--- config.mk ---
export PLATFORM = sky130hd
export DESIGN_NAME = tagValidArray_flat
export DESIGN_NICKNAME = d
export VERILOG_FILES = /design/src/rtl/cacheGeomPkg.sv /design/src/rtl/lineWriteIf.sv /design/src/rtl/tagValidArray.sv /design/src/flat_wrapper.sv
export SDC_FILE = /design/constraint.sdc
export NUM_CORES = 2
export LEC_CHECK = 0
export BUFFER_PORTS_ARGS = -buffer_cell sky130_fd_sc_hd__buf_4
export CAP_MARGIN = 20
export CORE_ASPECT_RATIO = 1.2
export CORE_UTILIZATION = 35
export DETAILED_ROUTE_END_ITERATION = 16
export GPL_TIMING_DRIVEN = 0
export PLACE_DENSITY = 0.59
export SKIP_CTS_REPAIR_TIMING = 1
export SYNTH_ARGS = -nofsm -noshare
export SYNTH_HDL_FRONTEND = slang
export SYNTH_SLANG_ARGS = --single-unit
--- constraint.sdc ---
create_clock -name clk -period 2.6 [get_ports clk]
set_input_delay 0 -clock clk [delete_from_list [all_inputs] [get_ports clk]]
set_output_delay 0 -clock clk [all_outputs]
set_load 0.01 [all_outputs]
--- src/rtl/cacheGeomPkg.sv ---
package cacheGeomPkg;

  // address and data widths
  localparam int AddrWidth = 32;
  localparam int XLen = 64;

  // four words per line, 32 bytes
  localparam int LineWords = 4;
  localparam int OffsetWidth = 5;
  localparam int IndexWidth = 6;
  localparam int TagWidth = 21;

  // array geometry
  localparam int NumSets = 64;
  localparam int NumWays = 2;
  localparam int LineWidth = 256;

  typedef logic [AddrWidth-1:0] addrT;
  // address bits 31 to 11
  typedef logic [TagWidth-1:0] tagT;
  // address bits 10 to 5
  typedef logic [IndexWidth-1:0] indexT;
  typedef logic [XLen-1:0] wordT;
  // word 0 sits in the low bits
  typedef logic [LineWidth-1:0] lineT;
  typedef logic [$clog2(NumWays)-1:0] wayT;

endpackage

--- src/rtl/lineWriteIf.sv ---
`timescale 1ns/1ps

interface lineWriteIf;

  // one-cycle strobe for a whole line fill
  logic wen;
  cacheGeomPkg::indexT index;
  cacheGeomPkg::wayT way;
  cacheGeomPkg::tagT tag;
  cacheGeomPkg::lineT line;

  modport refillSide (
    output wen, index, way, tag, line
  );

  modport arraySide (
    input wen, index, way, tag, line
  );

endinterface

--- src/rtl/tagValidArray.sv ---
`timescale 1ns/1ps

module tagValidArray (
  input  logic                 clk,
  input  logic                 rst_n,
  input  logic                 rdEn_i,
  input  cacheGeomPkg::indexT  rdIndex_i,
  input  cacheGeomPkg::tagT    cmpTag_i,
  input  logic                 cmpEn_i,
  lineWriteIf.arraySide        fill,
  output logic                 hit_o,
  output cacheGeomPkg::wayT    hitWay_o,
  output cacheGeomPkg::wayT    victimWay_o
);

  cacheGeomPkg::tagT tagMem [cacheGeomPkg::NumWays][cacheGeomPkg::NumSets];
  logic [cacheGeomPkg::NumWays-1:0][cacheGeomPkg::NumSets-1:0] validQ;
  // per set, the way to replace next
  logic [cacheGeomPkg::NumSets-1:0] lruQ;

  cacheGeomPkg::tagT rdTag [cacheGeomPkg::NumWays];
  logic [cacheGeomPkg::NumWays-1:0] rdValid;
  cacheGeomPkg::indexT rdIndexQ;
  logic [cacheGeomPkg::NumWays-1:0] wayHit;

  always_ff @(posedge clk) begin
    if (fill.wen) begin
      tagMem[fill.way][fill.index] <= fill.tag;
    end
    if (rdEn_i) begin
      for (int w = 0; w < cacheGeomPkg::NumWays; w++) begin
        rdTag[w] <= tagMem[w][rdIndex_i];
      end
      rdIndexQ <= rdIndex_i;
    end
  end

  always_ff @(posedge clk or negedge rst_n) begin
    if (!rst_n) begin
      validQ <= '0;
      lruQ <= '0;
      rdValid <= '0;
    end else begin
      if (rdEn_i) begin
        for (int w = 0; w < cacheGeomPkg::NumWays; w++) begin
          rdValid[w] <= validQ[w][rdIndex_i];
        end
      end
      // a hit makes the other way the older one
      if (hit_o) begin
        lruQ[rdIndexQ] <= ~hitWay_o;
      end
      if (fill.wen) begin
        validQ[fill.way][fill.index] <= 1'b1;
        lruQ[fill.index] <= ~fill.way;
      end
    end
  end

  always_comb begin
    for (int w = 0; w < cacheGeomPkg::NumWays; w++) begin
      wayHit[w] = rdValid[w] && (rdTag[w] == cmpTag_i);
    end
  end

  assign hit_o = cmpEn_i && (|wayHit);
  assign hitWay_o = wayHit[1] ? 1'b1 : 1'b0;

  // empty way first, otherwise the least recently used one
  always_comb begin
    if (!rdValid[0]) begin
      victimWay_o = 1'b0;
    end else if (!rdValid[1]) begin
      victimWay_o = 1'b1;
    end else begin
      victimWay_o = lruQ[rdIndexQ];
    end
  end

endmodule

--- src/flat_wrapper.sv ---
// flat-port wrapper written by rule: the top's interface ports become plain ports
module tagValidArray_flat 
  (clk, rst_n, rdEn_i, rdIndex_i, cmpTag_i, cmpEn_i, hit_o, hitWay_o, victimWay_o, fill_wen, fill_index, fill_way, fill_tag, fill_line);
  lineWriteIf fill_i ();
  input  logic clk;
  input  logic rst_n;
  input  logic rdEn_i;
  input  cacheGeomPkg::indexT rdIndex_i;
  input  cacheGeomPkg::tagT cmpTag_i;
  input  logic cmpEn_i;
  output logic hit_o;
  output cacheGeomPkg::wayT hitWay_o;
  output cacheGeomPkg::wayT victimWay_o;
  input wire logic [$bits(fill_i.wen)-1:0] fill_wen;
  input wire logic [$bits(fill_i.index)-1:0] fill_index;
  input wire logic [$bits(fill_i.way)-1:0] fill_way;
  input wire logic [$bits(fill_i.tag)-1:0] fill_tag;
  input wire logic [$bits(fill_i.line)-1:0] fill_line;
  assign fill_i.wen = fill_wen;
  assign fill_i.index = fill_index;
  assign fill_i.way = fill_way;
  assign fill_i.tag = fill_tag;
  assign fill_i.line = fill_line;
  tagValidArray u_core (.clk(clk), .rst_n(rst_n), .rdEn_i(rdEn_i), .rdIndex_i(rdIndex_i), .cmpTag_i(cmpTag_i), .cmpEn_i(cmpEn_i), .fill(fill_i), .hit_o(hit_o), .hitWay_o(hitWay_o), .victimWay_o(victimWay_o));
endmodule
# ---- Word level (Yosys, flattened, before mapping)
# Memories as Yosys holds them, arrays and structs flattened.
# Index checks and enable logic that the tools add are counted.
dict set report word_totals {
  regBits 200
  ram_bits 2730
  memories 2
  out_inout_bits 3
}
# memory depth width read_ports rd_clocked_by_memory_dff write_ports line
set memory_table {}
lappend memory_table {u_core.tagMem 2 1344 2 0 1 tagValidArray.sv:16} ;# cacheGeomPkg::tagT tagMem [cacheGeomPkg::NumWays][cacheGeomPkg::NumSets];
lappend memory_table {u_core.rdTag 2 21 2 0 2 tagValidArray.sv:21} ;# cacheGeomPkg::tagT rdTag [cacheGeomPkg::NumWays];
dict set report op_classes {
  n_bitwise 5
  n_reduce_logical 8
  n_mux 31
  eq_ne 2
  magnitude_cmp 10
}
# op n
set ops {}
lappend ops {{$mux W1344} 1}
lappend ops {{$bmux W21 S6} 2}
lappend ops {{$mux W64} 3}
lappend ops {{$bwmux W64} 2}
lappend ops {{$or A128 B128 Y128} 1}
lappend ops {{$demux W21 S6} 1}
lappend ops {{$mux W21} 5}
lappend ops {{$demux W64 S1} 1}
lappend ops {{$eq A21 B21 Y1} 2}
lappend ops {{$lt A6 B7 Y1 const B} 3}
lappend ops {{$bmux W1 S6} 3}
lappend ops {{$ge A7 B7 Y1 const B} 2}
lappend ops {{$not A6 Y7} 2}
lappend ops {{$demux W1 S6} 2}
lappend ops {{$ge A6 B1 Y1 const B} 2}
lappend ops {{$mux W1} 11}
lappend ops {{$logic_and A1 B1 Y1} 7}
lappend ops {{$lt A7 B1 Y1 const B} 1}
lappend ops {{$lt A1 B2 Y1 const B} 1}
lappend ops {{$not A1 Y1} 2}
lappend ops {{$reduce_or A2 Y1} 1}
lappend ops {{$ge A1 B1 Y1 const B} 1}

# ---- Logic depth before layout (Yosys ltp)
dict set report depth {
  depth_word 8
  mapped_depth 10
}

# ---- Least setup slack after synthesis
# Ideal clock, no wire load.
dict set report synth_timing {
  path_kind {input to register}
  startpoint {in fill_index[3]}
  endpoint {mem u_core.tagMem[0][1029] (netlist name) (enable)}
  setup_slack_ns -0.353
  n_path_buf 3
  cell_stages 5
  arrival_ns 2.526
  required_time_ns 2.173
  cell_sequence {clkbuf_1 -> or3b_2 -> clkbuf_1 -> clkbuf_1 -> nor3_1}
}
dict set report synth_via {
  elab_chain_cells 6
  elab_cells_between_ends 7
  classes_between {order compare: 2; mux: 3; bitwise: 1; reduce/logical: 1}
}
# element line
set synth_lines {}
lappend synth_lines {{start: declaration} flat_wrapper.sv:15} ;# input wire logic [$bits(fill_i.index)-1:0] fill_index;
lappend synth_lines {{$not A6 Y7 (not written as such) (*)} tagValidArray.sv:28} ;# tagMem[fill.way][fill.index] <= fill.tag;
lappend synth_lines {{$ge A7 B7 Y1 (not written as such) or $lt A7 B1 Y1 (tied branches)} tagValidArray.sv:28}
lappend synth_lines {{$logic_and A1 B1 Y1 (not written as such)} tagValidArray.sv:28}
lappend synth_lines {{$mux W21 (not written as such)} tagValidArray.sv:28}
lappend synth_lines {{$demux W21 S6 (*)} tagValidArray.sv:28}
lappend synth_lines {{$mux W1344 (not written as such) (*)} tagValidArray.sv:28}
lappend synth_lines {{end: declaration} tagValidArray.sv:16}
# Every way passes the cells marked *; elsewhere a longest branch is shown, timed or not.

# ---- Worst setup path after layout
dict set report layout_timing {
  startpoint {reg u_core.rdIndexQ[0]}
  endpoint {out victimWay_o}
}
dict set report layout_via {
  elab_chain_cells 4
}
# element line
set layout_lines {}
lappend layout_lines {{start: declaration} tagValidArray.sv:23} ;# cacheGeomPkg::indexT rdIndexQ;
lappend layout_lines {{start signal: assignment} tagValidArray.sv:34} ;# rdIndexQ <= rdIndex_i;
lappend layout_lines {{$bmux W1 S6} tagValidArray.sv:76} ;# victimWay_o = lruQ[rdIndexQ];
lappend layout_lines {{$mux W1 (not written as such)} tagValidArray.sv:76}
lappend layout_lines {{$mux W1} tagValidArray.sv:73} ;# end else if (!rdValid[1]) begin
lappend layout_lines {{$mux W1} tagValidArray.sv:71} ;# if (!rdValid[0]) begin
lappend layout_lines {{end: declaration} flat_wrapper.sv:13} ;# output cacheGeomPkg::wayT victimWay_o;
# Every way passes these cells. The select of a mux whose other input is x is not followed.

==> impl_metrics.csv <==
group,metric,value,unit
route,dr.pass1.iters,6,
setup_path,critPathCaptureType,"output pin",
setup_path,crit_required,2600,ps
setup_path,cp.depth,10,
placed_design,dp_hpwl,256000,um
timing,setup_slack,-616,ps
power,p_comb_frac,0.069,
setup_path,crit_top_cell,"buf_6",
route,ant_nets,0,
placed_design,preCtsSetupSlack,-1970,ps
timing,period_needed,3220,ps
setup_path,worst-path-buf-inv,4,
timing,rsz0062_at_grt,"true",
setup_path,cp.arrival,3220,ps
power,netSwitchingFraction,0.225,
finish,n_fill_cell,27681,
yosys,synth_edf_count,2736,
die,core,0.322,mm2
run_status,outcome,"complete, but fails checks",
timing,tightest_slew,1280,ps
clock_tree,cts.sinks,2930,
yosys,yosysMostFrequentCell,"edfxtp_1",
clock_tree,clockBufferDepth,4,
die,die_x,522,um
run,max-cap-violations,0,
clock_tree,numCtsBuffers,292,
global_route,grt_usage,0.226,
power,power.total,101,mW
power,power.switching,22.7,mW
finish,finalNonFillerCells,10205,
setup_path,path_cells,"buf_6 -> buf_6 -> mux2i_1 -> nor2_1 -> a31oi_1 -> o21ai_0 -> o2111ai_1 -> o311ai_1 -> buf_4 -> buf_6",
finish,syn2layout_area_growth,19.1,%
route,drt_iter0_markers,8136,
yosys,yosysTopAreaCell,"edfxtp_1",
finish,regArea,0.0870,mm2
global_route,overflow,0,
finish,fin_nets,6014,
finish,post-route-util,0.420,
placed_design,portBuffers,58,
power,clkPwrFrac,0.409,
route,routed_wl,375000,um
yosys,avgSynthCellArea,22.4,um2
timing,drv_slew,0,
yosys,async_flop_share,0.0662,
power,powerDensity,745,mW/mm2
die,io_pins,319,
die,initial_utilization,0.353,
setup_path,crit_path_start,"u_core.rdIndexQ[0]",
clock_tree,cts_max_level,5,
power,vdd_drop_max,0.526,mV
route,via_count,59539,
yosys,syn-num-nets,5385,
power,p_int,78.2,mW
global_route,first_global_vias,58903,
timing,final.setup_skew,34.1,ps
placed_design,gp_congestion,0.932,
setup_path,crit_end,"victimWay_o",
yosys,ys_warn_count,0,
clock_tree,clockRootBuffer,"clkbuf_16",
yosys,synth-main-ff-cell,"edfxtp_1",
route,drc_errors,0,
die,die_h,627,um
route,wire_per_inst,36.7,um
clock_tree,clk_latency,860,ps
route,routed_via_density,5.83,
setup_path,cp_slowest_cell,"edfxtp_1",
finish,drive_gt1_frac,0.351,
placed_design,dpl-instance-area,0.125,mm2
global_route,grt_max_degree,129,
yosys,synthTopCellsByArea,"edfxtp_1, mux4_2, dfrtp_1",
setup_path,critPathKind,"flip-flop to output pin",
yosys,yosys-top-cells-count,"edfxtp_1, mux4_2, nor2_1, dfrtp_1, clkbuf_1",
setup_path,rr_worst_depth,6,
setup_path,cp-start-kind,"flip-flop",
finish,multi_input_area,0.0268,mm2
timing,fmax,311,MHz
placed_design,dp_cells,9585,
setup_path,reg2reg_from,"u_core.rdIndexQ[3]",
finish,fin_area,0.135,mm2
timing,period_share,1.24,
yosys,ys_types,57,
clock_tree,clk_pin_slew_worst_paths,60,ps
setup_path,cp_slowest_stage_delay,580,ps
hold_path,min_path_type,"input port to flip-flop",
timing,hold_violations,0,
timing,maxSlewHeadroom,0.146,
setup_path,rr_endpoint,"u_core.lruQ[0]",
yosys,synth_top_cell_area_share,0.722,
yosys,netlist_area,0.114,mm2
yosys,ys_ff_latch,2930,
yosys,yosysSeqAreaShare,0.765,
global_route,grt_pass1_wl,501000,um
setup_path,worstPathMaxFanout,10,
die,num_rows,228,
power,p_seq_frac,0.522,
setup_path,path_delay_family,"buffers and inverters",
setup_path,rrSetupSlack,-350,ps
power,leakagePower,43.1,nW
timing,finalSetupViolations,579,
global_route,antenna_found_initial,30,
run_status,violations,"setup timing",
clock_tree,cts_tree,"yes",
die,die_area,0.327,mm2
yosys,syn_inst,5069,
==> through the flow <==
step	hold WS [ps]	TNS [ps]
global route	0.378	-111490
global placement	281	-6332720
finish	0.685	-119870
detailed placement	123	-956490
floorplan	-296	-61400
CTS	-788	-73510
==> worst min-delay path by stage <==
stage | start | endpoint | slack (ps) | cells after the start
CTS | rst_n | u_core.validQ[46] | -790 | 1
floorplan | rst_n | u_core.lruQ[0] | -300 | 0
global route | rdIndex_i[5] | u_core.rdIndexQ[5] | 0.4 | 2
finish | rdIndex_i[4] | u_core.rdValid[1] | 0.7 | 7
global placement | rdIndex_i[4] | u_core.rdIndexQ[4] | 280 | 1
detailed placement | rst_n | u_core.validQ[46] | 120 | 1
==> worst min-delay path, delay by kind of cell <==
kind	cells	cell delay (ps)
buffers and inverters	1	130
AND/OR/NAND/NOR	4	320
AO/OA/AOI/OAI	2	370
==> power by group through the flow <==
stage	combinational, mW	clock, mW	sequential [mW]
finish	6.97	41.3	52.6
global route	7.14	43.3	52.7
CTS	6.69	41.7	52.6
detailed placement	6.67	0	53.6
global placement	6.23	0	53.6
floorplan	3.27	0	53.5
==> layout by cell type, fill, tap and decap left out, drive strengths merged, types with 28 or more instances in the layout <==
cell type    netlist  final
clkinv             0    106
a211oi            28     28
nand2             92     92
dfrtp            194    194
or2              135    135
xor2              38     38
mux4             868    868
a22oi             69     69
nor3b             30     30
edfxtp          2736   2736
buf              125    395
nor2             219    219
dlygate4sd3        0     41
clkbuf           162    563
nor3              64     64
a311oi            48     48
==> area by class of cell <==
cell class / instances / share of cell area
multi-input combinational: 1847 / 0.198
clock buffer: 377 / 0.0579
clock inverter: 146 / 0.00946
sequential: 2930 / 0.642
tap: 4255 / 0.0393
buffer: 282 / 0.0119
inverter: 5 / 0.000139
timing repair buffer: 340 / 0.0402
antenna: 23 / 0.000425
==> flip-flops by register name, summed over array words and instances, names as in the netlist <==
register and flops:
u_core.lruQ 64, u_core.rdIndexQ 6, u_core.rdTag 42, u_core.rdValid 2, u_core.tagMem 2688, u_core.validQ 128
==> per-layer routing <==
metal / up-vias / GRT usage / routed length [um]
li1: 22821 / - / -
met1: 32336 / 0.272 / 132000
met2: 3502 / 0.381 / 186000
met3: 874 / 0.0473 / 34100
met4: 6 / 0.121 / 22900
met5: - / 0 / 41
==> cells by family (layout without fill, tap and decap cells) <==
kind of cell,Yosys count,count (layout),share of synthesized area
buf+inv,292,1150,0.0112
compound gates,253,253,0.0168
simple gates,658,658,0.0297
xor+xnor,42,42,0.00330
flops,2930,2930,0.765
other cells,0,23,0
mux,894,894,0.174
(Power assumes the default switching activity.)
