--- src/rtl/cacheGeomPkg.sv ---
package cacheGeomPkg;

  // address and data widths
  localparam int AddrWidth = 32;
  localparam int XLen = 64;

  // four words per line, 32 bytes
  localparam int LineWords = 4;
  localparam int OffsetWidth = 5;
  localparam int IndexWidth = 6;
  localparam int TagWidth = 21;

  // array geometry
  localparam int NumSets = 64;
  localparam int NumWays = 2;
  localparam int LineWidth = 256;

  typedef logic [AddrWidth-1:0] addrT;
  // address bits 31 to 11
  typedef logic [TagWidth-1:0] tagT;
  // address bits 10 to 5
  typedef logic [IndexWidth-1:0] indexT;
  typedef logic [XLen-1:0] wordT;
  // word 0 sits in the low bits
  typedef logic [LineWidth-1:0] lineT;
  typedef logic [$clog2(NumWays)-1:0] wayT;

endpackage

--- src/rtl/cacheCtrlPkg.sv ---
package cacheCtrlPkg;

  // lookup controller
  typedef enum logic [2:0] {
    Idle,
    Compare,
    Miss,
    Refill,
    Replay
  } ctrlStateT;

  // refill sequencer
  typedef enum logic [1:0] {
    RfIdle,
    RfBurst,
    RfWrite
  } refillStateT;

endpackage

--- src/rtl/lineWriteIf.sv ---
`timescale 1ns/1ps

interface lineWriteIf;

  // one-cycle strobe for a whole line fill
  logic wen;
  cacheGeomPkg::indexT index;
  cacheGeomPkg::wayT way;
  cacheGeomPkg::tagT tag;
  cacheGeomPkg::lineT line;

  modport refillSide (
    output wen, index, way, tag, line
  );

  modport arraySide (
    input wen, index, way, tag, line
  );

endinterface

--- src/rtl/refillUnit.sv ---
`timescale 1ns/1ps

module refillUnit (
  input  logic                 clk,
  input  logic                 rst_n,
  input  logic                 start_i,
  input  cacheGeomPkg::addrT   lineAddr_i,
  input  cacheGeomPkg::wayT    way_i,
  input  cacheGeomPkg::wordT   memRdData_i,
  input  logic                 memRdBeat_i,
  input  logic                 memRdLast_i,
  output logic                 memRdValid_o,
  output cacheGeomPkg::addrT   memAddr_o,
  output logic                 done_o,
  lineWriteIf.refillSide       fill
);

  cacheCtrlPkg::refillStateT state, nextState;

  cacheGeomPkg::addrT lineAddrQ;
  cacheGeomPkg::wayT wayQ;
  cacheGeomPkg::lineT lineBuf;
  logic [$clog2(cacheGeomPkg::LineWords)-1:0] beatCnt;

  always_ff @(posedge clk or negedge rst_n) begin
    if (!rst_n) begin
      state <= cacheCtrlPkg::RfIdle;
      beatCnt <= '0;
    end else begin
      state <= nextState;
      if (state == cacheCtrlPkg::RfIdle) begin
        beatCnt <= '0;
      end else if (memRdBeat_i && (state == cacheCtrlPkg::RfBurst)) begin
        beatCnt <= beatCnt + 1'b1;
      end
    end
  end

  // request and line buffer
  always_ff @(posedge clk) begin
    if (start_i && (state == cacheCtrlPkg::RfIdle)) begin
      lineAddrQ <= lineAddr_i;
      wayQ <= way_i;
    end
    if (memRdBeat_i && (state == cacheCtrlPkg::RfBurst)) begin
      lineBuf[beatCnt*cacheGeomPkg::XLen +: cacheGeomPkg::XLen] <= memRdData_i;
    end
  end

  always_comb begin
    nextState = state;
    case (state)
      cacheCtrlPkg::RfIdle: begin
        if (start_i) begin
          nextState = cacheCtrlPkg::RfBurst;
        end
      end
      cacheCtrlPkg::RfBurst: begin
        if (memRdBeat_i && memRdLast_i) begin
          nextState = cacheCtrlPkg::RfWrite;
        end
      end
      default: begin
        nextState = cacheCtrlPkg::RfIdle;
      end
    endcase
  end

  // address held for the whole burst
  assign memRdValid_o = (state == cacheCtrlPkg::RfBurst);
  assign memAddr_o = lineAddrQ;

  // line write and done in the cycle after the last beat
  assign done_o = (state == cacheCtrlPkg::RfWrite);
  assign fill.wen = done_o;
  assign fill.index = lineAddrQ[cacheGeomPkg::OffsetWidth +: cacheGeomPkg::IndexWidth];
  assign fill.tag = lineAddrQ[cacheGeomPkg::AddrWidth-1 -: cacheGeomPkg::TagWidth];
  assign fill.way = wayQ;
  assign fill.line = lineBuf;

endmodule

--- src/flat_wrapper.sv ---
// flat-port wrapper written by rule: the top's interface ports become plain ports
module refillUnit_flat 
  (clk, rst_n, start_i, lineAddr_i, way_i, memRdData_i, memRdBeat_i, memRdLast_i, memRdValid_o, memAddr_o, done_o, fill_wen, fill_index, fill_way, fill_tag, fill_line);
  lineWriteIf fill_i ();
  input  logic clk;
  input  logic rst_n;
  input  logic start_i;
  input  cacheGeomPkg::addrT lineAddr_i;
  input  cacheGeomPkg::wayT way_i;
  input  cacheGeomPkg::wordT memRdData_i;
  input  logic memRdBeat_i;
  input  logic memRdLast_i;
  output logic memRdValid_o;
  output cacheGeomPkg::addrT memAddr_o;
  output logic done_o;
  output wire logic [$bits(fill_i.wen)-1:0] fill_wen;
  output wire logic [$bits(fill_i.index)-1:0] fill_index;
  output wire logic [$bits(fill_i.way)-1:0] fill_way;
  output wire logic [$bits(fill_i.tag)-1:0] fill_tag;
  output wire logic [$bits(fill_i.line)-1:0] fill_line;
  assign fill_wen = fill_i.wen;
  assign fill_index = fill_i.index;
  assign fill_way = fill_i.way;
  assign fill_tag = fill_i.tag;
  assign fill_line = fill_i.line;
  refillUnit u_core (.clk(clk), .rst_n(rst_n), .start_i(start_i), .lineAddr_i(lineAddr_i), .way_i(way_i), .memRdData_i(memRdData_i), .memRdBeat_i(memRdBeat_i), .memRdLast_i(memRdLast_i), .memRdValid_o(memRdValid_o), .memAddr_o(memAddr_o), .done_o(done_o), .fill(fill_i));
endmodule
--- config.mk ---
export PLATFORM = sky130hd
export DESIGN_NAME = refillUnit_flat
export DESIGN_NICKNAME = d
export VERILOG_FILES = /design/src/rtl/cacheGeomPkg.sv /design/src/rtl/cacheCtrlPkg.sv /design/src/rtl/lineWriteIf.sv /design/src/rtl/refillUnit.sv /design/src/flat_wrapper.sv
export SDC_FILE = /design/constraint.sdc
export NUM_CORES = 1
export LEC_CHECK = 0
export BUFFER_PORTS_ARGS = -buffer_cell sky130_fd_sc_hd__buf_2
export CORE_AREA = 2 2 162 164
export DETAILED_ROUTE_END_ITERATION = 10
export DIE_AREA = 0 0 164 166
export PLACE_DENSITY_LB_ADDON = 0.08
export SLEW_MARGIN = 20
export SYNTH_ARGS = -nofsm -noshare
export SYNTH_HDL_FRONTEND = slang
export SYNTH_SLANG_ARGS = --single-unit
--- constraint.sdc ---
create_clock -name clk -period 3.15 [get_ports clk]
set_input_delay 0.315 -clock clk [delete_from_list [all_inputs] [get_ports clk]]
set_output_delay 0.315 -clock clk [all_outputs]
set_load 0.01 [all_outputs]
# Word-level counts from Yosys, hierarchy flattened
# Cells that the tools add are included.
# Widths: inputs -> output; s select.
[totals]
wordCells = 25
register_bits = 293
input_bits = 102
out_inout_bits = 319
[classes]
shift = 2
reduce_logical = 6
n_mux = 6
add_sub_neg = 2
eq_ne = 4
[op_table]
columns = ["op", "n"]
rows = [
  ["$bwmux 256", 1],
  ["$shift 64x34->256 const A", 1],
  ["$shiftx 64x34->256", 1],
  ["$neg 8->34", 1],
  ["$mux 2", 4],
  ["$pmux 2 s2", 1],
  ["$logic_and 1x1->1", 3],
  ["$add 2x1->2 const B", 1],
  ["$eq 2x1->1 const B", 1],
  ["$eq 2x2->1 const B", 1],
  ["$logic_not 2->1", 1],
  ["$ne 2x1->1 const B", 1],
  ["$ne 2x2->1 const B", 1],
  ["$reduce_and 2->1", 1],
  ["$reduce_bool 2->1", 1],
]

# Logic depth before layout (Yosys ltp)
[logic_depth]
depth_word = 4
ltp_mapped = 7
mapped_depth_nobuf = 5

# Least setup slack after synthesis
# Ideal clock, no wire load.
[synth_path]
path_kind = "reg-to-reg"
start = "reg u_core.state[0]"
end = "reg u_core.wayQ, in the netlist u_core.fill.way, enable pin"
synth_period_minus_slack_ns = 3.373
required_ns = 2.679
arrival_time_ns = 2.902
path_buffers = 0
setup_slack_ns = -0.223
setup_ns = 0.471
path_stages_with_launch = 2
path_cell_list = "dfrtp_1 -> nor3b_1"
[synth_via]
elab_chain_len = 2
[synth_lines]
columns = ["item", "line", "text"]
rows = [
  ["from (decl)", "refillUnit.sv:18", "cacheCtrlPkg::refillStateT state, nextState;"],
  ["from (signal assigned)", "refillUnit.sv:27", "state <= cacheCtrlPkg::RfIdle;"],
  ["from (signal assigned)", "refillUnit.sv:30", "state <= nextState;"],
  ["$logic_not 2->1", "refillUnit.sv:41", "if (start_i && (state == cacheCtrlPkg::RfIdle)) begin"],
  ["$logic_and 1x1->1", "refillUnit.sv:41", ""],
  ["to (signal assigned)", "refillUnit.sv:43", "wayQ <= way_i;"],
  ["to (decl)", "refillUnit.sv:21", "cacheGeomPkg::wayT wayQ;"],
]
# Every way passes these cells.
# A chain may end at the register's enable or synchronous reset.

# Worst setup path in the final report
[layout_path]
start = "reg u_core.beatCnt[0] in the netlist's numbering"
end = "reg u_core.lineBuf[136], in the netlist u_core.fill.line[136], data pin"
[layout_via]
elab_chain_len = 3
word_cells_on_any_way = 4
cone_classes = "add/sub (1); shift (2); mux (1)"
[layout_lines]
columns = ["item", "line", "text"]
rows = [
  ["from (decl)", "refillUnit.sv:23", "logic [$clog2(cacheGeomPkg::LineWords)-1:0] beatCnt;"],
  ["from (signal assigned)", "refillUnit.sv:34", "beatCnt <= beatCnt + 1'b1;"],
  ["$neg 8->34 (*)", "refillUnit.sv:46", "lineBuf[beatCnt*cacheGeomPkg::XLen +: cacheGeomPkg::XLen] <= memRdData_i;"],
  ["$shiftx 64x34->256 / $shift 64x34->256 (equally long branches)", "refillUnit.sv:46", ""],
  ["$bwmux 256 (*)", "refillUnit.sv:46", ""],
  ["to (signal, indexed assignment)", "refillUnit.sv:46", ""],
  ["to (decl)", "refillUnit.sv:22", "cacheGeomPkg::lineT lineBuf;"],
]
# Mark *: on every way between the ends. The rest lies on a longest branch, timed or not.

==> flow_results.org <==
** Outcome
- The flow ran to the end, and the final reports show no timing, DRC or antenna violations.

** Worst setup path
- For this design, the slowest cell found on the critical path is nor3b_4.
- The worst setup path is launched from a flop.
- At the worst endpoint, the required time is 3.56 ns.
- Crit path max fanout :: 37
- The largest single stage delay on the critical path is ~0.58 ns.
- CP cell instances :: inv_1 > ha_1 > and2b_2 > nor3b_4 > buf_4 > and2_2
- Measured in cells, the most critical reg-to-reg path has a length of 6.
- FF-to-FF Start :: u_core.beatCnt[0]$_DFFE_PN0P_
- The critical path starts at u_core.beatCnt[0]$_DFFE_PN0P_.
- STA puts the critical path data arrival time at 3.03 ns.
- Critical path class :: reg2reg
- STA classifies the critical path endpoint as a flop.

** Synth
- In this run the mean area of a mapped cell was 17.1 um2.
- Flops & latches, synth :: between 200 and 300
- Of all cell types, the one taking the most synthesized area is edfxtp_1.
- The cell area that synthesis handed to floorplanning was 11,100 um2.
- Number of warning messages in the yosys log :: 0
- The share of the Yosys chip area taken by registers is 79.4%.
- Area share of the largest cell type after synthesis :: 78.5%
- The number of nets in the synthesized netlist is 755.
- Top cells by area, synth :: edfxtp_1 79%, and3_1 7.0%, and2_1 4.5%
- The number of different library cells used by synthesis comes to 23.
- Synthesis produced a netlist whose cell count is 648.

** Timing
- Highest clock frequency the design can meet :: 381 MHz
- Final cycle utilization of the critical path :: 83.3%
- The worst pin sits at a relative slew slack of 54.3%.
- For the pin with the worst max-slew slack, the measured transition is a little under 0.7 ns.
- Post-Route Skew :: 0.0196 ns
- Setup violations remaining at the end of the flow were counted as 0.
- Hold is met by 0.0303 ns.
- Subtracting the final worst setup slack from the clock period gives between 2 and 3 ns.
- RSZ-0062 raised after global routing :: no
- Sum of negative setup slack :: 0 ns
- Endpoints failing hold :: 0
- The total count of max-transition violations in the final report is 0.

** Global routing
- Summed over all layers, the global routing overflow is 0.
- The first global-routing pass estimated 42.8 mm of wire.
- Global routing used 27.0% of the available met1 tracks.
- Total GRT Usage :: 20.9%
- The number of antenna violations at the first check in global routing is 1.
- Met2 demand-to-capacity share in global routing :: 35.0%
- Entering global routing, the biggest net connects 129 pins.
- Top Usage Layer GRT :: met2
- Number of global-route vias before repair :: 6,827
- Met3 track demand over resource in global routing :: 5.22%

** Routing
- Post-detailed-route DRC marker count :: 0
- The detailed router finished its first iteration with 449 violations.
- Average wire length per cell after detail routing :: 20.3 um
- Dividing the detail-routed via count by the number of cells gives 4.83.
- The first detailed-routing pass took 5 iterations.
- Summed over all layers, the routed wires come to 29.2 mm.
- Once detail routing completed, the nets flagged for antenna violations numbered 0.
- Total number of vias :: 6,942

** Cells and area
- Final standard cell area without fillers :: 14,700 um2
- Ratio of cells with drive above 1 in the final layout :: 49.2%
- Final core utilization :: 57.4%
- The number of antenna diodes in the final layout is 0.
- Count of filler cells inserted in the layout :: 2,128
- At the end of the flow, the number of nets in the layout was roughly 1.2k.
- Layout overhead on the synthesized area :: 33.1%

** Pwr
- Power comes to 0.00996 W.
- IR Drop Worst-Case VDD :: 0.377 mV
- Power spread over the standard cell area amounts to 677 nW/um2.
- Pleak :: 6.62 nW

** Clocking
- TritonCTS clock tree :: built
- Longest Clk Path Bufs :: 3
- The number of gates resized after CTS was 0.
- The later pin in the worst-skew pair is clocked with a latency of 0.55 ns.
- In this run the number of H-tree levels came out at 1.
- Num CTS Buffers :: 30
- The clock net in this run drives a total of 293 sinks.
- Clock tree root driver cell :: clkbuf_16
- After clock tree synthesis, the clock-pin slew on the worst setup and hold paths is 0.06 ns.

** Die
- The die covers approximately 27,000 um2.
- Number of top-level pins :: 421
- Effective utilization at floorplan :: 43.1%
- Placement Rows :: 59
- Core area :: 25,600 um2
- Floorplan die width :: between 150 and 200 um
- Height of the die :: roughly 170 um

** Min path
- Depth of the worst hold-timing path :: 2
- The path class of the tightest hold or removal check is in2reg.
- Source of the worst hold timing path :: memRdBeat_i

** Place
- The HPWL after detailed placement is ~19 mm.
- Gp weighted congestion :: 0.768
- In this run the tool buffered the top-level ports with between 400 and 500 buffer cells.
- Post-placement cell area :: between 10,000 and 15,000 um2

** Job
- The tool flagged a number of max-cap violations equal to 0.
stage by stage:
stage | setup slack [ns] | std cells
final | 0.526 | 1438
after CTS | 0.0845 | 1437
after global routing | 0.273 | 1438
after floorplan | 0.378 | 648
after global placement | 0.264 | 1348
after detailed placement | 0.116 | 1348
area by class of cell:
type / count / area, um2 / area share, %
clock inverters: 11 / 101 / 0.689
clock buffers: 43 / 851 / 5.78
well taps: 335 / 419 / 2.85
flip-flops and latches: 293 / 8780 / 59.7
inverters: 2 / 7.51 / 0.0510
repair buffers: 469 / 2620 / 17.8
multi-input cells: 285 / 1930 / 13.1
worst max-delay path, delay by kind of cell, from the launching register on:
kind | cells | cell delay, ns
fa+ha+maj | 1 | 0.42
simple gates | 3 | 0.98
flops | 1 | 0.49
buf+inv | 2 | 0.58
placed cells by master (no fill, tap or decap), types with 3 or more instances in the layout:
master           n
and2_1          75
and2_2          53
and2_4           4
and3_1         124
and3_2           4
buf_12           5
buf_2          420
buf_4            8
clkbuf_1         9
clkbuf_16       31
clkbuf_8         3
clkinv_1         3
clkinv_2         6
dfrtp_1          4
dlygate4sd3_1   35
edfxtp_1       289
ha_1             5
nand2_1          5
nor2b_1          3
metal layers:
metal	share of wire, %	up-vias
li1	-	3208
met1	41	3389
met2	49	291
met3	7.8	52
met4	2.6	2
met5	0.038	-
state kept, by name, indices dropped and copies added (netlist names):
signal	cells
u_core.memAddr_o	32
u_core.fill.line	256
u_core.fill.way	1
u_core.state	2
u_core.beatCnt	2
path summary, 6_finish.rpt:
path | to | slack [ns]
min in group asynchronous | u_core.state[1]$_DFFE_PN0P_ | 0.12
max in group asynchronous | u_core.beatCnt[1]$_DFFE_PN0P_ | 2.90
worst max register to register | u_core.fill.line[136]$_DFFE_PP_ | 0.53
worst min register to register | u_core.beatCnt[1]$_DFFE_PN0P_ | 0.57
worst max-delay path | u_core.fill.line[136]$_DFFE_PP_ | 0.53
worst min-delay path | u_core.state[0]$_DFFE_PN0P_ | 0.03
cells in the mapped netlist (all sizes together):
master and instances:
a311oi 1, and2 132, and2b 1, and3 128, and3b 1, and4bb 1, buf 31, clkbuf 37
dfrtp 4, edfxtp 289, ha 5, inv 2, nand2 5, nor2 3, nor2b 4, nor3b 2
o21ai 2
kinds of logic (layout without fill, tap and decap cells):
| group | count (synthesis) | count (layout) | synth area share [%] |
|---|---|---|---|
| compound gates | 3 | 3 | 0.170 |
| buf+inv | 70 | 525 | 3.49 |
| fa+ha+maj | 5 | 5 | 0.566 |
| flops | 293 | 293 | 79.4 |
| simple gates | 277 | 277 | 16.4 |
report_power, final:
group / total [W] / leakage, nW / internal [W] / switching [W]
Combinational: 0.00172 / 3.29 / 0.000587 / 0.00113
Sequential: 0.00480 / 2.87 / 0.00471 / 0.0000887
Clock: 0.00344 / 0.471 / 0.00202 / 0.00141
Total: 0.00996 / 6.62 / 0.00732 / 0.00264
what timing repair did:
item                       in CTS  in global routing
setup endpoints to repair       0                  0
hold endpoints to repair       39                  0
hold buffers                   35                  0
buffers inserted                0                  0
(Power assumes the default switching activity.)
