===== config.mk =====
export PLATFORM = sky130hd
export DESIGN_NAME = cacheCtrl
export DESIGN_NICKNAME = d
export VERILOG_FILES = /design/src/rtl/cacheGeomPkg.sv /design/src/rtl/cacheCtrlPkg.sv /design/src/rtl/cacheCtrl.sv
export SDC_FILE = /design/constraint.sdc
export NUM_CORES = 1
export LEC_CHECK = 0
export BUFFER_PORTS_ARGS = -buffer_cell sky130_fd_sc_hd__buf_2
export CORE_AREA = 2 2 263 265
export DETAILED_ROUTE_END_ITERATION = 16
export DIE_AREA = 0 0 265 267
export PLACE_DENSITY = 0.3
export SYNTH_ARGS = -nofsm -noshare
export SYNTH_HDL_FRONTEND = slang
export SYNTH_SLANG_ARGS = --single-unit

===== constraint.sdc =====
create_clock -name clk -period 7.1 [get_ports clk]
set_input_delay 0 -clock clk [delete_from_list [all_inputs] [get_ports clk]]
set_output_delay 0 -clock clk [all_outputs]
set_load 0.05 [all_outputs]

===== src/rtl/cacheGeomPkg.sv =====
package cacheGeomPkg;

  // address and data widths
  localparam int AddrWidth = 32;
  localparam int XLen = 64;

  // four words per line, 32 bytes
  localparam int LineWords = 4;
  localparam int OffsetWidth = 5;
  localparam int IndexWidth = 6;
  localparam int TagWidth = 21;

  // array geometry
  localparam int NumSets = 64;
  localparam int NumWays = 2;
  localparam int LineWidth = 256;

  typedef logic [AddrWidth-1:0] addrT;
  // address bits 31 to 11
  typedef logic [TagWidth-1:0] tagT;
  // address bits 10 to 5
  typedef logic [IndexWidth-1:0] indexT;
  typedef logic [XLen-1:0] wordT;
  // word 0 sits in the low bits
  typedef logic [LineWidth-1:0] lineT;
  typedef logic [$clog2(NumWays)-1:0] wayT;

endpackage


===== src/rtl/cacheCtrlPkg.sv =====
package cacheCtrlPkg;

  // lookup controller
  typedef enum logic [2:0] {
    Idle,
    Compare,
    Miss,
    Refill,
    Replay
  } ctrlStateT;

  // refill sequencer
  typedef enum logic [1:0] {
    RfIdle,
    RfBurst,
    RfWrite
  } refillStateT;

endpackage


===== src/rtl/cacheCtrl.sv =====
`timescale 1ns/1ps

module cacheCtrl (
  input  logic                 clk,
  input  logic                 rst_n,
  input  logic                 reqValid_i,
  input  cacheGeomPkg::addrT   reqAddr_i,
  input  logic                 hit_i,
  input  cacheGeomPkg::wayT    hitWay_i,
  input  cacheGeomPkg::wayT    victimWay_i,
  input  cacheGeomPkg::lineT   way0Line_i,
  input  cacheGeomPkg::lineT   way1Line_i,
  input  logic                 refillDone_i,
  output logic                 addrOk_o,
  output logic                 dataOk_o,
  output cacheGeomPkg::wordT   rdData_o,
  output logic                 rdEn_o,
  output cacheGeomPkg::indexT  rdIndex_o,
  output cacheGeomPkg::tagT    cmpTag_o,
  output logic                 cmpEn_o,
  output logic                 refillStart_o,
  output cacheGeomPkg::addrT   refillLineAddr_o,
  output cacheGeomPkg::wayT    refillWay_o
);

  cacheCtrlPkg::ctrlStateT state, nextState;

  cacheGeomPkg::addrT reqQ;
  logic accept;
  logic [1:0] wordSel;
  cacheGeomPkg::lineT hitLine;

  always_ff @(posedge clk or negedge rst_n) begin
    if (!rst_n) begin
      state <= cacheCtrlPkg::Idle;
    end else begin
      state <= nextState;
    end
  end

  // address of the request now in lookup
  always_ff @(posedge clk) begin
    if (accept) begin
      reqQ <= reqAddr_i;
    end
  end

  always_comb begin
    nextState = state;
    addrOk_o = 1'b0;
    dataOk_o = 1'b0;
    accept = 1'b0;
    rdEn_o = 1'b0;
    rdIndex_o = reqAddr_i[cacheGeomPkg::OffsetWidth +: cacheGeomPkg::IndexWidth];
    cmpEn_o = 1'b0;
    refillStart_o = 1'b0;
    case (state)
      cacheCtrlPkg::Idle: begin
        addrOk_o = 1'b1;
        if (reqValid_i) begin
          accept = 1'b1;
          rdEn_o = 1'b1;
          nextState = cacheCtrlPkg::Compare;
        end
      end
      cacheCtrlPkg::Compare: begin
        cmpEn_o = 1'b1;
        if (hit_i) begin
          dataOk_o = 1'b1;
          // next request may overlap a hit
          addrOk_o = 1'b1;
          if (reqValid_i) begin
            accept = 1'b1;
            rdEn_o = 1'b1;
          end else begin
            nextState = cacheCtrlPkg::Idle;
          end
        end else begin
          nextState = cacheCtrlPkg::Miss;
        end
      end
      cacheCtrlPkg::Miss: begin
        refillStart_o = 1'b1;
        nextState = cacheCtrlPkg::Refill;
      end
      cacheCtrlPkg::Refill: begin
        if (refillDone_i) begin
          nextState = cacheCtrlPkg::Replay;
        end
      end
      cacheCtrlPkg::Replay: begin
        // re-read the set for the latched request
        rdEn_o = 1'b1;
        rdIndex_o = reqQ[cacheGeomPkg::OffsetWidth +: cacheGeomPkg::IndexWidth];
        nextState = cacheCtrlPkg::Compare;
      end
      default: begin
        nextState = cacheCtrlPkg::Idle;
      end
    endcase
  end

  assign cmpTag_o = reqQ[cacheGeomPkg::AddrWidth-1 -: cacheGeomPkg::TagWidth];

  // line-aligned fetch address; victim still valid from the last read
  assign refillLineAddr_o = {reqQ[cacheGeomPkg::AddrWidth-1:cacheGeomPkg::OffsetWidth],
                             {cacheGeomPkg::OffsetWidth{1'b0}}};
  assign refillWay_o = victimWay_i;

  // word select, offset bits 4 to 3
  assign wordSel = reqQ[cacheGeomPkg::OffsetWidth-1 -: 2];
  assign hitLine = hitWay_i ? way1Line_i : way0Line_i;
  assign rdData_o = hitLine[wordSel*cacheGeomPkg::XLen +: cacheGeomPkg::XLen];

endmodule


== Yosys cells after proc, flatten, opt, wreduce, memory -nomap -nowiden ==
Index checks and enable logic that the tools add are counted.
Word-level totals
  flip-flop bits (word level): 35
  output and inout port bits: 129
  word-level logic and storage cells: 28
Cells by class
  shifts and indexed selects: 1
  reductions and logical operators: 2
  eq/ne operators: 7
  muxes and demuxes: 16
Operators with widths (count)
  $mux W256: 1
  $shiftx A256 B9 Y64: 1
  $pmux W3 S5: 1
  $mux W3: 4
  $eq A3 B2 Y1 const B: 2
  $mux W1: 6
  $mux W6: 1
  $ne A2 B2 Y1 const B: 2
  $pmux W1 S2: 2
  $eq A3 B1 Y1 const B: 1
  $eq A3 B3 Y1 const B: 1
  $logic_not A3 Y1: 1
  $ne A3 B3 Y1 const B: 1
  $pmux W1 S3: 1
  $reduce_and A3 Y1: 1

== Depth between registers and ports, before layout ==
Gate-level depths: netlist (run 1).
  word-level depth: 3
  depth in mapped cells: 4
  mapped depth without buffers: 3

== Worst setup path after synthesis (run 1) ==
OpenSTA, ideal clock, no wires.
  path type: register to output
  from: register state[2]
  to: output rdEn_o
  data arrival time: 4.341 ns
  required time: 7.100 ns
  path buffers: 1
  cell stages (with the launch flop): 4
  slack: 2.759 ns
  cell sequence: dfrtp_1 clkbuf_1 nor4b_1 or2_2
Between the ends
  word-level cells in the longest chain between the ends: 2
Ends and longest elaborated chain
  start, declared: line cacheCtrl.sv:26  | cacheCtrlPkg::ctrlStateT state, nextState;
  start signal, assigned: line cacheCtrl.sv:35  | state <= cacheCtrlPkg::Idle;
  start signal, assigned: line cacheCtrl.sv:37  | state <= nextState;
  $eq A3 B3 Y1 (tied with other cells): line cacheCtrl.sv:57  | case (state)
  $pmux W1 S3 *: line cacheCtrl.sv:57
  end, declared: line cacheCtrl.sv:17  | output logic rdEn_o,
Mark *: on every way between the ends. The rest lies on a longest branch, timed or not.

== Final worst setup path (run 1) ==
  from: register reqQ[4]
  to: output rdData_o[39]
Between the ends
  word-level cells in the longest chain between the ends: 1
Ends and longest elaborated chain
  start, declared: line cacheCtrl.sv:28  | cacheGeomPkg::addrT reqQ;
  start signal, assigned: line cacheCtrl.sv:44  | reqQ <= reqAddr_i;
  $shiftx A256 B9 Y64: line cacheCtrl.sv:113  | assign rdData_o = hitLine[wordSel*cacheGeomPkg::XLen +: cacheGeomPkg::XLen];
  end, declared: line cacheCtrl.sv:16  | output cacheGeomPkg::wordT rdData_o,
Every way passes these cells.

==> metrics.md, run 1 <==
| Metric | Value |
|---|---|
| RSZ-0062 raised after global routing | `false` |
| Residual DRC | `0` |
| Synth unique cells | `22` |
| VDD IR max | `0.000179 V` |
| Share of the synthesized area in the top cell type | `roughly 54%` |
| Netlist Area Pre-Place | `5370 um^2` |
| Die Wd | `265 um` |
| GRT Overall Usage | `8.82%` |
| Grt ovf | `0` |
| TritonCTS Sinks | `32` |
| Routed length per instance | `around 18 um` |
| Critical Path Most Common Cell | `buf_4` |
| Placed Cells | `between 1.5k and 2k` |
| Initial Util | `about 8%` |
| I/O Buffers | `669` |
| I/O pin cnt | `680` |
| Setup clock skew after layout | `roughly 0.0073 ns` |
| Worst min path class | `in2out` |
| Slowest CP cell | `buf_4` |
| Leak Pwr | `4.34 nW` |
| Largest net degree at the start of global routing | `68` |
| Die height | `267 um` |
| Worst Path Required | `7.10 ns` |
| Max stage delay on crit path | `0.63 ns` |
| Number of setup violations in the final report | `0` |
| Core footprint | `68000 um^2` |
| Detailed Place HPWL | `29200 um` |
| WS Path Type | `reg2out` |
| PD cells | `194 nW/um^2` |
| Syn_area_per_cell | `15.9 um^2` |
| Setup TNS | `0 ns` |
| Post-Place Cell Area | `9270 um^2` |
| Min Tclk post-route | `2.87 ns` |
| Fillers | `7699` |
| Global-route wire length before repair | `approximately 45000 um` |
| Slew HR | `32.1%` |
| Cts bufs inserted | `5` |
| Detailed Route WL | `33500 um` |
| Post-route ant nets | `0` |
| GPL Wtd Cong | `0.931` |
| Initial antenna violation count | `12` |
| Final Cycle Share | `about two fifths` |
| Die area | `70800 um^2` |
| Crit path DAT | `2.87 ns` |
| Crit-path max FO | `44` |
| Hold slack | `approximately 0.00014 ns` |
| Achievable Freq | `approximately 350 MHz` |
| Startpoint types | `register` |
| Worst-Skew Late Latency | `0.29 ns` |
| Slew @ Worst Pin | `1.02 ns` |
| Post-synthesis sequential area ratio | `roughly 18%` |
| Initial DRC count | `between 200 and 250` |
| Yosys Warn Count | `0` |
| CTS tree | `built` |
| Sw frac | `between 50% and 60%` |
| Non-Filler Instances | `between 1.5k and 2k` |
| Clock transition at the registers of the reported paths | `0.06 ns` |
| Area Growth Syn to Fin | `81.6%` |
| Psw | `0.991 mW` |
| Clock Tree Root | `clkbuf_16` |
| Clk pwr share | `13.6%` |
| Final slew viol count | `0` |
| Worst path cell trace | `buf_4 -> buf_4 -> mux4_2 -> mux2_2 -> buf_2` |
| Core Rows | `between 90 and 100` |
| Area contributors post-synth | `mux4_2 (54%), edfxtp_1 (16%), mux2_2 (15%), buf_4 (8.0%), buf_6 (2.3%)` |
| Iteration count of the initial detailed-routing pass | `6` |
| Logic pwr share | `71.2%` |
| Vias in the first global route | `6707` |
| Clk buf depth | `2` |
| Layout cells sized above 1 | `91.7%` |
| Final #Nets | `between 1.5k and 2k` |
| Max H-tree Level | `2` |
| Maxcap violations | `0` |
| Cells after Synth | `338` |
| Yosys reg bits | `32` |
| Finished Cell Area | `9750 um^2` |
| Outcome | `finished clean` |
| Cell Int Power | `between 0.8 and 0.9 mW` |
| Hold Fails Final Rpt | `0` |
| CP endpoint kind | `output pin` |
| Via count | `6178` |
| Sequential share of power | `15.2%` |
| Post-DR vias/cell | `between 3 and 4` |
| Leading area contributor after synthesis | `mux4_2` |
[kinds of logic (layout without fill, tap and decap cells)]
kind of cell	count (synthesis)	after routing	synth area share, %
and+or+nand+nor	13	13	1.61
buffers and inverters	91	715	12.0
muxes	198	198	68.4
other	1	10	0.0698
DFF	32	32	17.6
AOI/OAI and AO/OA	3	3	0.373
[metal layers]
layer	vias up	GRT usage [%]	wire [um]
li1	2677	-	-
met1	3029	10.1	12600
met2	413	15.7	16700
met3	51	2.37	2970
met4	8	3.31	1060
met5	-	0	60
[cell type report]
cell class                      instances  area [um^2]  share of cell area, %
Clock inverter                          3         42.5                  0.436
Tap cell                              882         1100                   11.3
Sequential cell                        32          946                   9.70
Antenna cell                            5         12.5                  0.128
Multi-Input combinational cell        219         3800                   39.0
Timing Repair Buffer                  707         3720                   38.1
Clock buffer                            5          125                   1.28
[registers in the layout, summed over array words and instances (netlist names)]
name and count:
reqQ 29, state 3
[through the flow]
stage | setup slack (ns) | utilization, % | total power, mW
after CTS | 4.12 | 14.3 | 1.92
after detailed placement | 4.12 | 13.6 | 1.63
after floorplan | 2.76 | - | 1.30
after global routing | 3.96 | 14.3 | 1.98
final | 4.23 | 14.3 | 1.89
after global placement | 4.16 | 13.6 | 1.64
[placed cells by master, fill, tap and decap left out]
cell           count
clkbuf_16          5
buf_4              8
or2_2              1
nand3_1            1
clkinv_2           1
nor3_1             1
edfxtp_1          29
o211a_1            1
and2_1             1
nor3b_2            1
dlygate4sd3_1     30
dfrtp_1            3
nor3b_1            2
nor2_1             3
clkinvlp_4         1
buf_2            668
conb_1             5
bufinv_16          1
o21ai_0            2
diode_2            5
clkbuf_8           1
mux4_2           128
mux2_2            70
and4b_1            1
nor4b_2            1
nor2b_1            1
[worst max-delay path, delay by kind of cell, from the launching register on]
family	cells	cell delay [ns]
flops	1	0.34
mux	2	0.77
buf+inv	3	1.34
[worst paths after layout]
path | from | to | slack [ns] | cells past startpoint
setup / recovery | reqQ[4] | rdData_o[39] | 4.23 | 5
hold / removal | victimWay_i | refillWay_o | 0.0001 | 0
setup reg to reg | state[0] | reqQ[6] | 5.42 | 3
hold reg to reg | state[2] | state[1] | 0.60 | 1
max in group asynchronous | rst_n | state[2] | 6.96 | 2
min in group asynchronous | rst_n | state[1] | 0.03 | 2
[synthesized netlist by cell type]
library cell / number
mux4_2: 128
mux2_2: 70
buf_4: 57
edfxtp_1: 29
clkbuf_1: 12
buf_6: 11
buf_1: 8
buf_2: 3
dfrtp_1: 3
nor2_1: 3
nor3b_1: 2
o21ai_0: 2
and2_1: 1
and4b_1: 1
conb_1: 1
nand3_1: 1
nor2b_1: 1
nor3_1: 1
nor3b_2: 1
nor4b_1: 1
o211a_1: 1
or2_2: 1
[power by group through the flow]
stage	Combinational, mW	Clock, mW	Sequential [mW]
floorplan	1.02	0	0.275
global placement	1.35	0	0.292
detailed placement	1.35	0	0.288
CTS	1.36	0.271	0.287
global route	1.41	0.274	0.293
finish	1.35	0.257	0.287
[what timing repair did]
action                    in CTS  in global routing
resized for setup              0                  0
hold endpoints to repair      32                  0
buffers inserted               0                  0
hold buffers                  30                  0
Note: power is estimated with default switching activity, not from simulation.
==> run 2: changes to the inputs <==
--- a/config.mk
+++ b/config.mk
@@ -5,11 +5,12 @@
 export SDC_FILE = /design/constraint.sdc
 export NUM_CORES = 1
 export LEC_CHECK = 0
+export ABC_AREA = 1
 export BUFFER_PORTS_ARGS = -buffer_cell sky130_fd_sc_hd__buf_2
-export CORE_AREA = 2 2 263 265
+export CORE_AREA = 2 2 262 264
 export DETAILED_ROUTE_END_ITERATION = 16
-export DIE_AREA = 0 0 265 267
-export PLACE_DENSITY = 0.3
+export DIE_AREA = 0 0 264 266
+export PLACE_DENSITY = 0.33
 export SYNTH_ARGS = -nofsm -noshare
 export SYNTH_HDL_FRONTEND = slang
 export SYNTH_SLANG_ARGS = --single-unit
==> constraint.sdc (replaced) <==
create_clock -name clk -period 2.6 [get_ports clk]
set_input_delay 0 -clock clk [delete_from_list [all_inputs] [get_ports clk]]
set_output_delay 0 -clock clk [all_outputs]
set_load 0.05 [all_outputs]
==> metrics.md, run 2 <==
| Metric | Value |
|---|---|
| Post-CTS setup buffer count | `0` |
| Outcome | `finished clean` |
| Worst min path class | `in2out` |
| CP bufs+invs | `4` |
| Setup TNS | `0 ns` |
| Post-synthesis sequential area ratio | `11.7%` |
| Max H-tree Level | `2` |
| # resized after CTS | `0` |
| GPL Wtd Cong | `0.826` |
| Slew @ Worst Pin | `roughly 0.61 ns` |
| Worst-Skew Late Latency | `0.29 ns` |
| Clock transition at the registers of the reported paths | `~0.060 ns` |
| Min Tclk post-route | `2.05 ns` |
| Worst Path Required | `2.60 ns` |
| Via count | `11.5k` |
| Slew HR | `59.6%` |
| Grt ovf | `0` |
| Clk pwr share | `11.0%` |
| Crit path DAT | `between 2 and 2.5 ns` |
| Initial DRC count | `473` |
| Most flop-heavy register | `reqQ` |
| Final #Nets | `2975` |
| Commonest non-fill, non-tap cell in the layout | `nand2_1` |
| Number of setup violations in the final report | `0` |
| Area of the multi-input gates | `around 5200 um^2` |
| Sequential share of power | `12.3%` |
| Largest registers | `reqQ: 29 flops, state: 3 flops` |
| Crit-path max FO | `51` |
| Clk buf depth | `2` |
| Layout cells sized above 1 | `between 20% and 30%` |
| Initial Util | `11.9%` |
| Detailed Place HPWL | `40200 um` |
| Worst path cell trace | `buf_12 -> inv_4 -> buf_12 -> nor2_1 -> nand2_1 -> nand2_1 -> nand2_1 -> nand2_1 -> buf_2` |
| Met2 usage | `23.2%` |
| Share of the core filled with cells | `18.5%` |
| Area contributors post-synth | `nand2_1 (39%), nor2_1 (24%), inv_1 (12%), edfxtp_1 (11%), buf_4 (6.7%)` |
| Leak Pwr | `8.14 nW` |
| Cts bufs inserted | `5` |
| Met3 GRT Util | `under 10%` |
| VDD IR max | `about 0.0006 V` |
| Post-route ant nets | `0` |
| Critical Path Most Common Cell | `nand2_1` |
| Detailed Route WL | `48500 um` |
| Reg2Reg Capture Point | `reqQ[4]` |
| Most common cell in the netlist | `nand2_1` |
| Largest delay share family, worst path | `buffers and inverters` |
| Share of the synthesized area in the top cell type | `between 30% and 40%` |
| Max stage delay on crit path | `0.37 ns` |
| Sw frac | `61.0%` |
| Area Growth Syn to Fin | `54.8%` |
| Commonest cells post-synth | `nand2_1 (846), nor2_1 (516), inv_1 (268)` |
| Vias in the first global route | `around 11k` |
| Worst Setup EP | `rdData_o[5]` |
| I/O pin cnt | `a little under 700` |
| Psw | `3.92 mW` |
| Main synth FF type | `edfxtp_1` |
| Die height | `about 270 um` |
| Storage cell area | `946 um^2` |
| PD cells | `512 nW/um^2` |
| Synth unique cells | `19` |
| CTS tree | `built` |
| Die Wd | `roughly 260 um` |
| Reg2reg path depth | `6` |
| Fillers | `8318` |
| Cells after Synth | `1833` |
| Global route hottest layer | `met2` |
| Final Cycle Share | `78.9%` |
| TritonCTS Sinks | `32` |
| Achievable Freq | `487 MHz` |
| Setup clock skew after layout | `0.00369 ns` |
| Clock Tree Root | `clkbuf_16` |
| Slowest CP cell | `edfxtp_1` |
| Iteration count of the initial detailed-routing pass | `4` |
| Reg2Reg Launch Point | `state[2]` |
| Initial antenna violation count | `11` |
| Cell Int Power | `2.50 mW` |
| Post-DR vias/cell | `3.47` |
| Startpoint types | `register` |
| Commonest non-fill, non-tap cells in the layout | `nand2_1 (846), buf_2 (668), nor2_1 (516)` |
| Flop2flop setup slack | `approximately 0.80 ns` |
| Hold Fails Final Rpt | `0` |
| Core footprint | `approximately 68000 um^2` |
| Maxcap violations | `0` |
| Largest register FFs | `29` |
| Grt met1 use | `about 17%` |
| Hold buffers post-CTS | `31` |
| Yosys reg bits | `32` |
| Netlist Area Pre-Place | `approximately 8000 um^2` |
| Hold slack | `0.000450 ns` |
| Tot Pwr | `about 6.4 mW` |
| Core Rows | `96` |
| Die area | `70200 um^2` |
| Post-synth EDFFs | `29` |
| Critical Path Start | `reqQ[3]` |
| Final slew viol count | `0` |
| Leading area contributor after synthesis | `nand2_1` |
| WS Path Type | `reg2out` |
| Residual DRC | `0` |
| RSZ-0062 raised after global routing | `false` |
| GRT Overall Usage | `13.1%` |
| Largest net degree at the start of global routing | `74` |
| Yosys Warn Count | `0` |
| Routed length per instance | `14.6 um` |
| CP endpoint kind | `output pin` |
| CP Depth | `9` |
| Global-route wire length before repair | `70000 um` |
| Post-synth ARST share | `approximately a tenth` |
| I/O Buffers | `about 670` |
| Logic pwr share | `approximately three quarters` |
| Syn_area_per_cell | `4.41 um^2` |
[run 2: cell count changes in the layout (fill, tap and decap cells not counted), sizes merged, moves of 2 or more]
cell | previous run | this run
buf | 676 | 701
nand2 | 0 | 846
inv | 0 | 270
nor2 | 3 | 516
nor3b | 3 | 0
nand4 | 0 | 2
mux2 | 70 | 0
diode | 5 | 7
a21oi | 0 | 2
o21ai | 2 | 7
mux4 | 128 | 0
[run 2: per-stage QoR]
step | instance area, um^2 | worst slack, ns | instances
5_1_grt | 12500 | 0.389 | 3313
4_1_cts | 12500 | 0.437 | 3307
3_3_place_gp | 12000 | 0.784 | 3268
6_report | 12500 | 0.548 | 3314
2_1_floorplan | 8100 | 0.100 | 1837
3_5_place_dp | 12000 | 0.768 | 3268
[run 2: power by group through the flow]
stage / clock, mW / combinational [mW] / sequential, mW
floorplan: 0 / 3.54 / 0.765
global route: 0.746 / 5.39 / 0.803
detailed placement: 0 / 4.96 / 0.790
global placement: 0 / 4.97 / 0.803
finish: 0.707 / 4.92 / 0.788
CTS: 0.733 / 5.01 / 0.789
[run 2: metal layers]
metal | wire (um) | vias to the layer above
met5 | 41 | -
met4 | 427 | 8
met3 | 2660 | 21
met2 | 23800 | 354
met1 | 21600 | 4815
li1 | - | 6310
[run 2: final cells by class]
| class | count | share of cell area (%) |
|---|---|---|
| multi-input cells | 1383 | 41.7 |
| clock buffers | 6 | 1.03 |
| clock inverters | 2 | 0.280 |
| flip-flops and latches | 32 | 7.55 |
| inverters | 270 | 8.11 |
| well taps | 882 | 8.81 |
| repair buffers | 732 | 32.4 |
| diodes | 7 | 0.140 |
[run 2: worst min path at each step]
stage / start / to / slack (ns) / cells past startpoint
floorplan: rst_n / state[0] / -0.30 / 0
global placement: rst_n / state[2] / -0.19 / 1
detailed placement: rst_n / state[2] / -0.19 / 1
CTS: victimWay_i / refillWay_o / 0.003 / 0
global route: victimWay_i / refillWay_o / 0.0005 / 0
finish: victimWay_i / refillWay_o / 0.0005 / 0
[run 2: kinds of logic after synthesis]
logic type             share of synthesized area (%)
DFF                                             11.7
buffers and inverters                           24.0
AOI/OAI and AO/OA                              0.557
other                                         0.0464
and+or+nand+nor                                 63.7
[run 2: worst register-to-register path: stages (launching register included)]
cell     delay, ns
dfrtp_1       0.43
nor2_1        0.24
inv_1         0.09
nor2_1        0.14
nand2_1       0.09
inv_1         0.06
buf_4         0.38
